==> src/hw/fu_add_geom_pkg.sv <==
//####################################################################
// Datapath geometry of the significand adder stage
// Widths of the full result, the incrementer and the section adder
// Section and byte-group counts, to-integer overflow bit positions
// Vector types for the result, its upper and lower parts, the carry
// input and the per-section control vectors
//####################################################################

package fu_add_geom_pkg;

   localparam int ADD_W      = 163;
   localparam int INC_W      = 53;
   localparam int SUM_W      = 110;
   // Carry vector covers result positions 53..161; position 162 has no carry
   localparam int CRY_W      = 109;

   localparam int SEC_W      = 16;
   localparam int SEC_N      = 7;
   localparam int SEC_LAST_W = 14;

   // Six full byte groups plus one 5-bit group at the bottom of the upper part
   localparam int INC_BYTE_N = 7;
   localparam int INC_BYTE_W = 8;

   localparam int OVF_WD_POS = 130;
   localparam int OVF_DW_POS = 98;

   // Bit 0 is the most significant bit of every vector
   typedef logic [0:ADD_W-1] fu_res_t;
   typedef logic [0:INC_W-1] fu_hi_t;
   typedef logic [0:SUM_W-1] fu_lo_t;
   typedef logic [0:CRY_W-1] fu_cry_t;
   typedef logic [0:SEC_N-1] fu_sec_t;

endpackage

==> src/hw/fu_add_ctl_pkg.sv <==
//####################################################################
// Control and flag bundles of the significand adder stage
// Operation control at ex3, aligner and classifier signals at ex4
// Condition flags and the per-section result select controls
//####################################################################

package fu_add_ctl_pkg;

   typedef struct packed {
      logic effsub;
      logic prod_z;
   } fu_eff_t;

   typedef struct packed {
      logic frc_sel_p1;
      logic sticky;
   } fu_alg_t;

   typedef struct packed {
      logic is_gt;
      logic is_lt;
      logic is_eq;
      logic is_nan;
      logic cmp_sgnpos;
      logic cmp_sgnneg;
   } fu_pic_t;

   typedef struct packed {
      logic nan;
      logic gt;
      logic lt;
      logic eq;
   } fu_cc_t;

   // sel_p0 and sel_p1 pick the carry-in zero or one sum, sel_p0n inverts the pick
   typedef struct packed {
      fu_add_geom_pkg::fu_sec_t sel_p0n;
      fu_add_geom_pkg::fu_sec_t sel_p0;
      fu_add_geom_pkg::fu_sec_t sel_p1;
   } fu_sel_t;

endpackage

==> src/hw/fu_add_inc.sv <==
//####################################################################
// Upper 53-bit incrementer
// Per byte group +0 and +1 values with group carries from the
// all-ones terms of the lower groups
// All-ones detect and the final select and invert of the upper part
//####################################################################

`timescale 1ns/1ps

module fu_add_inc (
   input  fu_add_geom_pkg::fu_hi_t s_hi,
   input  logic                    inc_sel,
   input  logic                    inc_flip,
   output logic                    inc_all1,
   output fu_add_geom_pkg::fu_hi_t res_hi
);
   import fu_add_geom_pkg::*;

   logic [0:INC_BYTE_N-1] byt_all1;
   logic [0:INC_BYTE_N-1] byt_ci;
   fu_hi_t                inc_p1;

   for (genvar b = 0; b < INC_BYTE_N; b++) begin : g_byt
      // The last group holds whatever is left below the full bytes
      localparam int BW = (b == INC_BYTE_N - 1) ? INC_W - INC_BYTE_W * b : INC_BYTE_W;
      logic [0:BW-1] x;

      assign x           = s_hi[INC_BYTE_W * b +: BW];
      assign byt_all1[b] = &x;
      assign inc_p1[INC_BYTE_W * b +: BW] = byt_ci[b] ? x + BW'(1) : x;
   end

   // A group increments when every group below it is all ones
   always_comb begin : byt_carry
      logic run;
      run = 1'b1;
      for (int b = INC_BYTE_N - 1; b >= 0; b--) begin
         byt_ci[b] = run;
         run       = run & byt_all1[b];
      end
   end

   assign inc_all1 = &byt_all1;

   assign res_hi = (inc_sel ? inc_p1 : s_hi) ^ {INC_W{inc_flip}};

endmodule

==> src/hw/fu_add_hc16.sv <==
//####################################################################
// One conditional-sum adder section
// Section sums for a carry-in of zero and of one
// Section generate and transmit for the global carry network
//####################################################################

`timescale 1ns/1ps

module fu_add_hc16 #(
   parameter int SEC_BITS = fu_add_geom_pkg::SEC_W
) (
   input  logic [0:SEC_BITS-1] x,
   input  logic [0:SEC_BITS-1] y,
   output logic [0:SEC_BITS-1] s0,
   output logic [0:SEC_BITS-1] s1,
   output logic                g16,
   output logic                t16
);

   logic [0:SEC_BITS] xe;
   logic [0:SEC_BITS] ye;

   assign xe = {1'b0, x};
   assign ye = {1'b0, y};

   // Generate is the carry out with no carry in, transmit the carry out with one
   assign {g16, s0} = xe + ye;
   assign {t16, s1} = xe + ye + (SEC_BITS + 1)'(1);

endmodule

==> src/hw/fu_add_sum.sv <==
//####################################################################
// Lower 110-bit adder built from seven sections
// Six 16-bit sections and one 14-bit section at the bottom
// Per-section choice of the carry-in zero or one sum, with inversion
//####################################################################

`timescale 1ns/1ps

module fu_add_sum (
   input  fu_add_geom_pkg::fu_lo_t  s_lo,
   input  fu_add_geom_pkg::fu_cry_t cry,
   input  fu_add_ctl_pkg::fu_sel_t  sel,
   output fu_add_geom_pkg::fu_sec_t g16,
   output fu_add_geom_pkg::fu_sec_t t16,
   output fu_add_geom_pkg::fu_lo_t  res_lo
);
   import fu_add_geom_pkg::*;

   fu_lo_t c_ext;

   // Carry vector sits one position up, with a zero at the bottom
   assign c_ext = {cry, 1'b0};

   for (genvar i = 0; i < SEC_N; i++) begin : g_sec
      localparam int W = (i == SEC_N - 1) ? SEC_LAST_W : SEC_W;
      logic [0:W-1] p0;
      logic [0:W-1] p1;
      logic [0:W-1] pick;

      fu_add_hc16 #(.SEC_BITS(W)) u_hc (
         .x   (s_lo[SEC_W * i +: W]),
         .y   (c_ext[SEC_W * i +: W]),
         .s0  (p0),
         .s1  (p1),
         .g16 (g16[i]),
         .t16 (t16[i])
      );

      assign pick = ({W{sel.sel_p0[i]}} & p0) | ({W{sel.sel_p1[i]}} & p1);

      // Inversion follows the picked sum so a carried-into section inverts p1
      assign res_lo[SEC_W * i +: W] = pick ^ {W{sel.sel_p0n[i]}};
   end

endmodule

==> src/hw/fu_add_glbc.sv <==
//####################################################################
// Global carry network of the section adder
// Operation decode latched from ex3 to ex4
// Carry out, end-around carry and section carry-ins
// Section selects, upper select and invert, and sign carry
//####################################################################

`timescale 1ns/1ps

module fu_add_glbc (
   input  logic                     nclk,
   input  logic                     rst_n,
   input  logic                     ex3_act,
   input  fu_add_ctl_pkg::fu_eff_t  ex3_eff,
   input  fu_add_geom_pkg::fu_sec_t g16,
   input  fu_add_geom_pkg::fu_sec_t t16,
   input  logic                     inc_all1,
   input  logic                     frc_sel_p1,
   output fu_add_ctl_pkg::fu_sel_t  sel,
   output logic                     inc_sel,
   output logic                     inc_flip,
   output logic                     sign_carry
);
   import fu_add_geom_pkg::*;

   logic    ex4_effsub;
   logic    ex4_effsub_npz;
   logic    ex4_effadd_npz;
   logic    ex4_prod_z;
   fu_sec_t ci0;
   fu_sec_t ci1;
   fu_sec_t sel_p1;
   logic    co;
   logic    eac;
   logic    inv;

   always_ff @(posedge nclk or negedge rst_n) begin
      if (!rst_n) begin
         ex4_effsub     <= 1'b0;
         ex4_effsub_npz <= 1'b0;
         ex4_effadd_npz <= 1'b0;
      end else if (ex3_act) begin
         ex4_effsub     <= ex3_eff.effsub;
         ex4_effsub_npz <= ex3_eff.effsub & ~ex3_eff.prod_z;
         ex4_effadd_npz <= ~ex3_eff.effsub & ~ex3_eff.prod_z;
      end
   end

   assign ex4_prod_z = ~(ex4_effsub_npz | ex4_effadd_npz);

   // Section carry-ins for a bottom carry of zero and of one
   always_comb begin : carry_chain
      logic cy0;
      logic cy1;
      cy0 = 1'b0;
      cy1 = 1'b1;
      for (int i = SEC_N - 1; i >= 0; i--) begin
         ci0[i] = cy0;
         ci1[i] = cy1;
         cy0    = g16[i] | (t16[i] & cy0);
         cy1    = g16[i] | (t16[i] & cy1);
      end
      co = cy0;
   end

   // Subtract with a carry out feeds it back in at the bottom
   assign eac = ex4_effsub & co;
   // Subtract without one gives a negative sum that is complemented
   assign inv = ex4_effsub & ~ex4_prod_z & ~co;

   assign sel_p1 = eac ? ci1 : ci0;
   assign sel    = '{sel_p0n: {SEC_N{inv}}, sel_p0: ~sel_p1, sel_p1: sel_p1};

   assign inc_sel  = co | (~ex4_effsub & frc_sel_p1);
   assign inc_flip = inv;

   // On an add the sign carry is the overflow of an all-ones upper part
   assign sign_carry = ex4_effsub ? co : (inc_sel & inc_all1);

endmodule

==> src/hw/fu_add_fpcc.sv <==
//####################################################################
// Compare condition flags
// Zero detect of the combined result
// nan, eq, gt and lt in priority order from the classifier inputs
//####################################################################

`timescale 1ns/1ps

module fu_add_fpcc (
   input  fu_add_geom_pkg::fu_res_t res,
   input  logic                     sign_carry,
   input  fu_add_ctl_pkg::fu_pic_t  pic,
   output fu_add_ctl_pkg::fu_cc_t   cc
);

   logic res_z;
   logic arith;
   logic nan;
   logic eq;
   logic gt;
   logic lt;

   assign res_z = ~|res;
   assign arith = pic.cmp_sgnpos | pic.cmp_sgnneg;

   // nan wins over everything, then eq, then gt, and lt takes the rest
   assign nan = pic.is_nan;
   assign eq  = ~nan & (pic.is_eq | (arith & res_z));
   assign gt  = ~nan & ~eq & (pic.is_gt | (pic.cmp_sgnpos & sign_carry) |
                              (pic.cmp_sgnneg & ~sign_carry));
   assign lt  = ~nan & ~eq & ~gt & (pic.is_lt | arith);

   assign cc = '{nan: nan, gt: gt, lt: lt, eq: eq};

endmodule

==> src/hw/fu_add_ex5_lat.sv <==
//####################################################################
// Act pipeline from ex2 to ex4
// ex5 registers for the result, flags, sign carry and sticky
// To-integer overflow taps on the registered result
//####################################################################

`timescale 1ns/1ps

module fu_add_ex5_lat (
   input  logic                     nclk,
   input  logic                     rst_n,
   input  logic                     ex2_act,
   input  fu_add_geom_pkg::fu_res_t ex4_res,
   input  fu_add_ctl_pkg::fu_cc_t   ex4_cc,
   input  logic                     ex4_sign_carry,
   input  logic                     ex4_sticky,
   output logic                     ex3_act,
   output fu_add_geom_pkg::fu_res_t res,
   output fu_add_ctl_pkg::fu_cc_t   cc,
   output logic                     sign_carry,
   output logic                     sticky,
   output logic [0:1]               ovf_wd,
   output logic [0:1]               ovf_dw
);
   import fu_add_geom_pkg::*;

   logic ex4_act;

   always_ff @(posedge nclk or negedge rst_n) begin
      if (!rst_n) begin
         ex3_act <= 1'b0;
         ex4_act <= 1'b0;
      end else begin
         ex3_act <= ex2_act;
         ex4_act <= ex3_act;
      end
   end

   // Outputs hold their value until the next operation reaches ex4
   always_ff @(posedge nclk or negedge rst_n) begin
      if (!rst_n) begin
         res        <= '0;
         cc         <= '0;
         sign_carry <= 1'b0;
         sticky     <= 1'b0;
      end else if (ex4_act) begin
         res        <= ex4_res;
         cc         <= ex4_cc;
         sign_carry <= ex4_sign_carry;
         sticky     <= ex4_sticky;
      end
   end

   assign ovf_wd = res[OVF_WD_POS +: 2];
   assign ovf_dw = res[OVF_DW_POS +: 2];

endmodule

==> src/hw/fu_add.sv <==
//####################################################################
// Significand adder stage top level
// Upper incrementer, lower section adder and global carry network
// Compare flag logic and the ex5 result and flag registers
//####################################################################

`timescale 1ns/1ps

module fu_add (
   input  logic                     nclk,
   input  logic                     rst_n,
   input  logic                     ex2_act,
   input  fu_add_ctl_pkg::fu_eff_t  ex3_eff,
   input  fu_add_geom_pkg::fu_res_t sum_in,
   input  fu_add_geom_pkg::fu_cry_t cry_in,
   input  fu_add_ctl_pkg::fu_alg_t  alg,
   input  fu_add_ctl_pkg::fu_pic_t  pic,
   output fu_add_geom_pkg::fu_res_t res,
   output fu_add_ctl_pkg::fu_cc_t   cc,
   output logic                     sign_carry,
   output logic                     sticky,
   output logic [0:1]               ovf_wd,
   output logic [0:1]               ovf_dw
);
   import fu_add_geom_pkg::*;
   import fu_add_ctl_pkg::*;

   logic    ex3_act;
   fu_sec_t ex4_g16;
   fu_sec_t ex4_t16;
   fu_sel_t ex4_sel;
   logic    ex4_inc_all1;
   logic    ex4_inc_sel;
   logic    ex4_inc_flip;
   logic    ex4_sign_carry;
   fu_hi_t  ex4_res_hi;
   fu_lo_t  ex4_res_lo;
   fu_res_t ex4_res;
   fu_cc_t  ex4_cc;

   assign ex4_res = {ex4_res_hi, ex4_res_lo};

   fu_add_inc u_inc (
      .s_hi     (sum_in[0 +: INC_W]),
      .inc_sel  (ex4_inc_sel),
      .inc_flip (ex4_inc_flip),
      .inc_all1 (ex4_inc_all1),
      .res_hi   (ex4_res_hi)
   );

   fu_add_sum u_sum (
      .s_lo   (sum_in[INC_W +: SUM_W]),
      .cry    (cry_in),
      .sel    (ex4_sel),
      .g16    (ex4_g16),
      .t16    (ex4_t16),
      .res_lo (ex4_res_lo)
   );

   fu_add_glbc u_glbc (
      .nclk       (nclk),
      .rst_n      (rst_n),
      .ex3_act    (ex3_act),
      .ex3_eff    (ex3_eff),
      .g16        (ex4_g16),
      .t16        (ex4_t16),
      .inc_all1   (ex4_inc_all1),
      .frc_sel_p1 (alg.frc_sel_p1),
      .sel        (ex4_sel),
      .inc_sel    (ex4_inc_sel),
      .inc_flip   (ex4_inc_flip),
      .sign_carry (ex4_sign_carry)
   );

   fu_add_fpcc u_fpcc (
      .res        (ex4_res),
      .sign_carry (ex4_sign_carry),
      .pic        (pic),
      .cc         (ex4_cc)
   );

   fu_add_ex5_lat u_ex5 (
      .nclk           (nclk),
      .rst_n          (rst_n),
      .ex2_act        (ex2_act),
      .ex4_res        (ex4_res),
      .ex4_cc         (ex4_cc),
      .ex4_sign_carry (ex4_sign_carry),
      .ex4_sticky     (alg.sticky),
      .ex3_act        (ex3_act),
      .res            (res),
      .cc             (cc),
      .sign_carry     (sign_carry),
      .sticky         (sticky),
      .ovf_wd         (ovf_wd),
      .ovf_dw         (ovf_dw)
   );

endmodule

==> config.mk <==
export PLATFORM = sky130hd
export DESIGN_NAME = fu_add
export DESIGN_NICKNAME = d
export VERILOG_FILES = /design/src/hw/fu_add_geom_pkg.sv /design/src/hw/fu_add_ctl_pkg.sv /design/src/hw/fu_add_inc.sv /design/src/hw/fu_add_hc16.sv /design/src/hw/fu_add_sum.sv /design/src/hw/fu_add_glbc.sv /design/src/hw/fu_add_fpcc.sv /design/src/hw/fu_add_ex5_lat.sv /design/src/hw/fu_add.sv
export SDC_FILE = /design/constraint.sdc
export NUM_CORES = 1
export LEC_CHECK = 0
export ABC_AREA = 0
export BUFFER_PORTS_ARGS = -buffer_cell sky130_fd_sc_hd__buf_2
export CAP_MARGIN = 5
export CORE_MARGIN = 2
export CORE_UTILIZATION = 35
export CTS_BUF_LIST = sky130_fd_sc_hd__clkbuf_8
export DETAILED_ROUTE_END_ITERATION = 8
export GPL_ROUTABILITY_DRIVEN = 0
export PLACE_DENSITY = 0.57
export SYNTH_ARGS = -nofsm -noshare
export SYNTH_HDL_FRONTEND = slang
export SYNTH_SLANG_ARGS = --single-unit
==> constraint.sdc <==
create_clock -name nclk -period 3.5 [get_ports nclk]
set_clock_uncertainty 0.2 [all_clocks]
set_input_delay 0.525 -clock nclk [delete_from_list [all_inputs] [get_ports nclk]]
set_output_delay 0.525 -clock nclk [all_outputs]
set_load 0.02 [all_outputs]
==> run_summary.xml <==
<?xml version="1.0" encoding="UTF-8"?>
<metrics>
  <group name="timing">
    <metric name="setup-violations-final" unit="">167</metric>
    <metric name="setup_total_negative_slack" unit="ns">-147.55</metric>
    <metric name="fin_hold_ws" unit="ns">0.0572</metric>
    <metric name="max_clock_freq" unit="MHz">177</metric>
    <metric name="slew_viol_final" unit="">0</metric>
    <metric name="postLayoutSetupSlackWorst" unit="ns">-2.15</metric>
    <metric name="worst_slew_margin_relative_to_its_limit" unit="%">39.8</metric>
    <metric name="grt_setup_unrepaired" unit="">true</metric>
    <metric name="final_min_period_over_clock_period" unit="%">161</metric>
    <metric name="final_hold_violation_count" unit="">0</metric>
    <metric name="tightest_slew" unit="ns">0.903</metric>
    <metric name="finalCriticalPeriod" unit="ns">5.65</metric>
  </group>
  <group name="synthesis">
    <metric name="synth_top_area_share" unit="%">21.8</metric>
    <metric name="synth-edff-count" unit="">0</metric>
    <metric name="ys.warnings.count" unit="">0</metric>
    <metric name="synth_fp_nets" unit="">2817</metric>
    <metric name="synth_flop_cell" unit="">sky130_fd_sc_hd__dfrtp_1</metric>
    <metric name="netlist_instances" unit="">2401</metric>
    <metric name="synth_simple_gate_area_share" unit="%">21.6</metric>
    <metric name="netlist-cell-type-count" unit="">100</metric>
    <metric name="synthDominantAreaCellType" unit="">sky130_fd_sc_hd__dfrtp_1</metric>
    <metric name="synth_seq_area_share" unit="%">21.8</metric>
    <metric name="area_share_of_fa_ha_maj_cells_after_synthesis" unit="%">8.47</metric>
    <metric name="post_synth_xor_area_fraction" unit="%">15.4</metric>
    <metric name="average_instance_area_after_synthesis" unit="µm²">8.32</metric>
    <metric name="ys_async_sr_fraction" unit="%">100</metric>
    <metric name="synth_compound_area_share" unit="%">21.2</metric>
    <metric name="synth_top_cells_by_area" unit="">sky130_fd_sc_hd__dfrtp_1, sky130_fd_sc_hd__xnor2_1, sky130_fd_sc_hd__ha_1, sky130_fd_sc_hd__mux2_2, sky130_fd_sc_hd__a21oi_1</metric>
    <metric name="syn_area" unit="mm²">0.0200</metric>
    <metric name="muxShareOfSynthArea" unit="%">7.95</metric>
    <metric name="ys_ff_latch" unit="">174</metric>
    <metric name="main_combinational_cell_family_by_area_after_synthesis" unit="">simple AND/OR/NAND/NOR gates</metric>
  </group>
  <group name="detailed_routing">
    <metric name="drt-total-wl" unit="mm">95.7</metric>
    <metric name="wl_met3" unit="mm">7.93</metric>
    <metric name="detailroute.via_count" unit="">25100</metric>
    <metric name="met2_wirelength" unit="mm">45.2</metric>
    <metric name="drt-vias-per-instance" unit="">5.53</metric>
    <metric name="highest_layer" unit="">met5</metric>
    <metric name="routedLengthMet1" unit="mm">38.4</metric>
    <metric name="drc_errors" unit="">0</metric>
    <metric name="drt-wirelength-per-cell" unit="µm">21.1</metric>
    <metric name="postRouteAntennaNets" unit="">0</metric>
    <metric name="dr.pass1.iters" unit="">6</metric>
    <metric name="drt_first_iter_violations" unit="">1824</metric>
  </group>
  <group name="floorplan">
    <metric name="start_util" unit="%">35.4</metric>
    <metric name="area_of_the_core_region" unit="mm²">0.0564</metric>
    <metric name="design.die.area" unit="mm²">0.0590</metric>
    <metric name="boundaryPins" unit="">458</metric>
    <metric name="die_width" unit="µm">243</metric>
    <metric name="vertical_extent_of_the_die" unit="µm">243</metric>
    <metric name="row_count" unit="">87</metric>
  </group>
  <group name="layout">
    <metric name="syn2layout_area_growth" unit="%">75.9</metric>
    <metric name="layoutNonFillerInstCount" unit="">4545</metric>
    <metric name="fill_cells" unit="">4768</metric>
    <metric name="post_route_cells_drive_above_1_share" unit="%">54.8</metric>
    <metric name="layout_commonest_cell" unit="">sky130_fd_sc_hd__buf_4</metric>
    <metric name="post_layout_utilization_of_the_core" unit="%">62.3</metric>
    <metric name="top_library_cells_by_usage_in_the_layout_fill_and_taps_aside" unit="">sky130_fd_sc_hd__buf_4, sky130_fd_sc_hd__buf_2, sky130_fd_sc_hd__dfrtp_1</metric>
    <metric name="num-nets-final" unit="">4179</metric>
    <metric name="finish.instance_area" unit="mm²">0.0351</metric>
  </group>
  <group name="min_path">
    <metric name="worstHoldStart" unit="">pic[2]</metric>
    <metric name="hold_path_end" unit="">u_ex5.cc[3]</metric>
    <metric name="hold_depth" unit="">2</metric>
    <metric name="timing.hold.worst.class" unit="">in2reg</metric>
  </group>
  <group name="critical_path">
    <metric name="crit-reg2reg-capture" unit="">u_ex5.cc[1]</metric>
    <metric name="crit_path_dat" unit="ns">5.90</metric>
    <metric name="worst_setup_path_start_kind" unit="">primary input</metric>
    <metric name="cp-end-kind" unit="">flip-flop</metric>
    <metric name="ff2ff_path_depth" unit="">15</metric>
    <metric name="rrSetupSlack" unit="ns">-0.57</metric>
    <metric name="timing.rr.start" unit="">u_glbc.ex4_effsub</metric>
    <metric name="critical_path.max_fanout" unit="">4</metric>
    <metric name="worst_path_class_setup" unit="">in2reg</metric>
    <metric name="worst_ep_required_time" unit="ns">3.76</metric>
  </group>
  <group name="clock_network">
    <metric name="cts-buffers-inserted" unit="">17</metric>
    <metric name="cts_htree_levels" unit="">4</metric>
    <metric name="cts_tree" unit="">yes</metric>
    <metric name="ctsRootBufferMaster" unit="">sky130_fd_sc_hd__clkbuf_8</metric>
    <metric name="clock_tree.buffer_depth" unit="">2</metric>
    <metric name="clock_insertion_delay_worst_skew" unit="ns">0.58</metric>
    <metric name="cts_sinks" unit="">174</metric>
    <metric name="clock_pin_transition_on_the_worst_setup_and_hold_timing_paths" unit="ns">0.09</metric>
  </group>
  <group name="placed_design">
    <metric name="hpwlAfterDp" unit="mm">76.9</metric>
    <metric name="portBuffers" unit="">457</metric>
    <metric name="dpl-instance-area" unit="mm²">0.0308</metric>
    <metric name="placed_cells_incl_taps" unit="">4388</metric>
    <metric name="pre_cts_ws" unit="ns">-2.81</metric>
  </group>
  <group name="run_status">
    <metric name="run_status" unit="">complete, but fails checks</metric>
    <metric name="violations_in_the_final_reports" unit="">setup timing</metric>
  </group>
  <group name="global_route">
    <metric name="grt_pass1_vias" unit="">24700</metric>
    <metric name="number_of_antenna_violations_at_the_first_check_in_global_routing" unit="">16</metric>
    <metric name="grt_use_total" unit="%">30.6</metric>
    <metric name="grt.overflow.total" unit="">0</metric>
    <metric name="grt_first_pass_wirelength" unit="mm">140</metric>
    <metric name="maximum_number_of_pins_on_one_net_before_global_route_repair" unit="">69</metric>
  </group>
  <group name="pwr">
    <metric name="power.static_leakage" unit="nW">16.1</metric>
    <metric name="vdd.ir_drop.worst" unit="mV">0.334</metric>
    <metric name="cellPowerDensity" unit="mW/mm²">381</metric>
    <metric name="overall_power" unit="mW">13.4</metric>
  </group>
  <group name="run">
    <metric name="max_capacitance_violation_total" unit="">0</metric>
  </group>
</metrics>
## state kept, by name, indices dropped and copies added, names as in the netlist
signal / flops
u_ex5.cc: 4
u_ex5.ex3_act: 1
u_ex5.ex4_act: 1
u_ex5.res: 163
u_ex5.sign_carry: 1
u_ex5.sticky: 1
u_glbc.ex4_effadd_npz: 1
u_glbc.ex4_effsub: 1
u_glbc.ex4_effsub_npz: 1
## cell type report
class / count / area (µm²) / area share [%]
Inverter: 64 / 240 / 0.684
Sequential cell: 174 / 4360 / 12.4
Multi-Input combinational cell: 2055 / 18600 / 52.9
Tap cell: 756 / 946 / 2.69
Antenna cell: 13 / 32.5 / 0.0926
Clock buffer: 20 / 275 / 0.784
Timing Repair Buffer: 1451 / 10500 / 30.0
Clock inverter: 12 / 159 / 0.452
## synth_stat cells, types with 9 or more instances
master	count
sky130_fd_sc_hd__a211o_1	16
sky130_fd_sc_hd__a211oi_1	38
sky130_fd_sc_hd__a211oi_2	9
sky130_fd_sc_hd__a21o_1	43
sky130_fd_sc_hd__a21oi_1	141
sky130_fd_sc_hd__a31oi_1	32
sky130_fd_sc_hd__and2_1	22
sky130_fd_sc_hd__and3_1	43
sky130_fd_sc_hd__buf_2	41
sky130_fd_sc_hd__clkbuf_1	57
sky130_fd_sc_hd__dfrtp_1	174
sky130_fd_sc_hd__ha_1	124
sky130_fd_sc_hd__inv_1	62
sky130_fd_sc_hd__mux2_2	117
sky130_fd_sc_hd__mux2i_1	27
sky130_fd_sc_hd__nand2_1	178
sky130_fd_sc_hd__nand2b_1	16
sky130_fd_sc_hd__nand3_1	87
sky130_fd_sc_hd__nand4_1	61
sky130_fd_sc_hd__nor2_1	166
sky130_fd_sc_hd__nor2b_1	21
sky130_fd_sc_hd__nor3_1	61
sky130_fd_sc_hd__nor3b_1	10
sky130_fd_sc_hd__nor4_1	33
sky130_fd_sc_hd__nor4b_1	10
sky130_fd_sc_hd__o211ai_1	43
sky130_fd_sc_hd__o21a_1	18
sky130_fd_sc_hd__o21ai_0	114
sky130_fd_sc_hd__o21ai_1	10
sky130_fd_sc_hd__o21bai_1	9
sky130_fd_sc_hd__o221ai_1	10
sky130_fd_sc_hd__o22ai_1	10
sky130_fd_sc_hd__o31ai_1	13
sky130_fd_sc_hd__or2_2	13
sky130_fd_sc_hd__or3_1	20
sky130_fd_sc_hd__or4_1	14
sky130_fd_sc_hd__xnor2_1	295
sky130_fd_sc_hd__xor2_1	57
## repair_timing
action	4_1_cts	5_1_grt
cloned	4	0
endpoints found under the hold margin	70	0
pin swaps	102	126
setup endpoints to repair	167	167
gates resized for setup	302	246
hold buffers	6	0
setup buffers	66	72
## worst max-delay path by stage
| stage | from | end | slack [ns] | cells after the start |
|---|---|---|---|---|
| 2_1_floorplan | sum_in[62] | u_ex5.cc[2] | -2.10 | 19 |
| 3_3_place_gp | sum_in[62] | u_ex5.cc[1] | -2.75 | 22 |
| 3_5_place_dp | sum_in[62] | u_ex5.cc[1] | -2.81 | 22 |
| 4_1_cts | sum_in[62] | u_ex5.cc[1] | -1.90 | 22 |
| 5_1_grt | sum_in[49] | u_ex5.cc[1] | -2.29 | 22 |
| 6_report | sum_in[51] | u_ex5.cc[1] | -2.15 | 22 |
## cells by family after synthesis
family          after synthesis
xor+xnor                    352
mux                         144
buf+inv                     172
compound gates              616
flops                       174
simple gates                812
fa+ha+maj                   131
## metal layers
layer | vias to the layer above | global-route usage (%)
met5 | - | 0
met4 | 6 | 13.8
met3 | 233 | 7.33
met2 | 1072 | 50.4
met1 | 12200 | 37.8
li1 | 11700 | -
## report_power, final
group          total, mW  leakage (nW)  switching [mW]  internal (mW)
clock               1.65         0.216           0.887          0.766
combinational       8.88          13.8            4.66           4.22
sequential          2.86          2.04           0.347           2.51
total               13.4          16.1            5.89           7.50
## critical path, stage by stage
cell,delay (ns)
sky130_fd_sc_hd__buf_2,0.10
sky130_fd_sc_hd__ha_1,0.30
sky130_fd_sc_hd__o21ai_0,0.31
sky130_fd_sc_hd__a211oi_1,0.15
sky130_fd_sc_hd__a221o_1,0.40
sky130_fd_sc_hd__nor3_2,0.22
sky130_fd_sc_hd__nand3_1,0.13
sky130_fd_sc_hd__or3_4,0.44
sky130_fd_sc_hd__or3_4,0.42
sky130_fd_sc_hd__buf_6,0.13
sky130_fd_sc_hd__buf_6,0.10
sky130_fd_sc_hd__nor4_4,0.32
sky130_fd_sc_hd__nor2_4,0.11
sky130_fd_sc_hd__clkbuf_16,0.18
sky130_fd_sc_hd__nor4b_4,0.32
sky130_fd_sc_hd__xnor2_2,0.17
sky130_fd_sc_hd__or4_1,0.46
sky130_fd_sc_hd__mux2i_1,0.17
sky130_fd_sc_hd__nand4_1,0.22
sky130_fd_sc_hd__nor4_4,0.41
sky130_fd_sc_hd__a311o_1,0.25
sky130_fd_sc_hd__o2bb2ai_1,0.06
(Power assumes the default switching activity.)
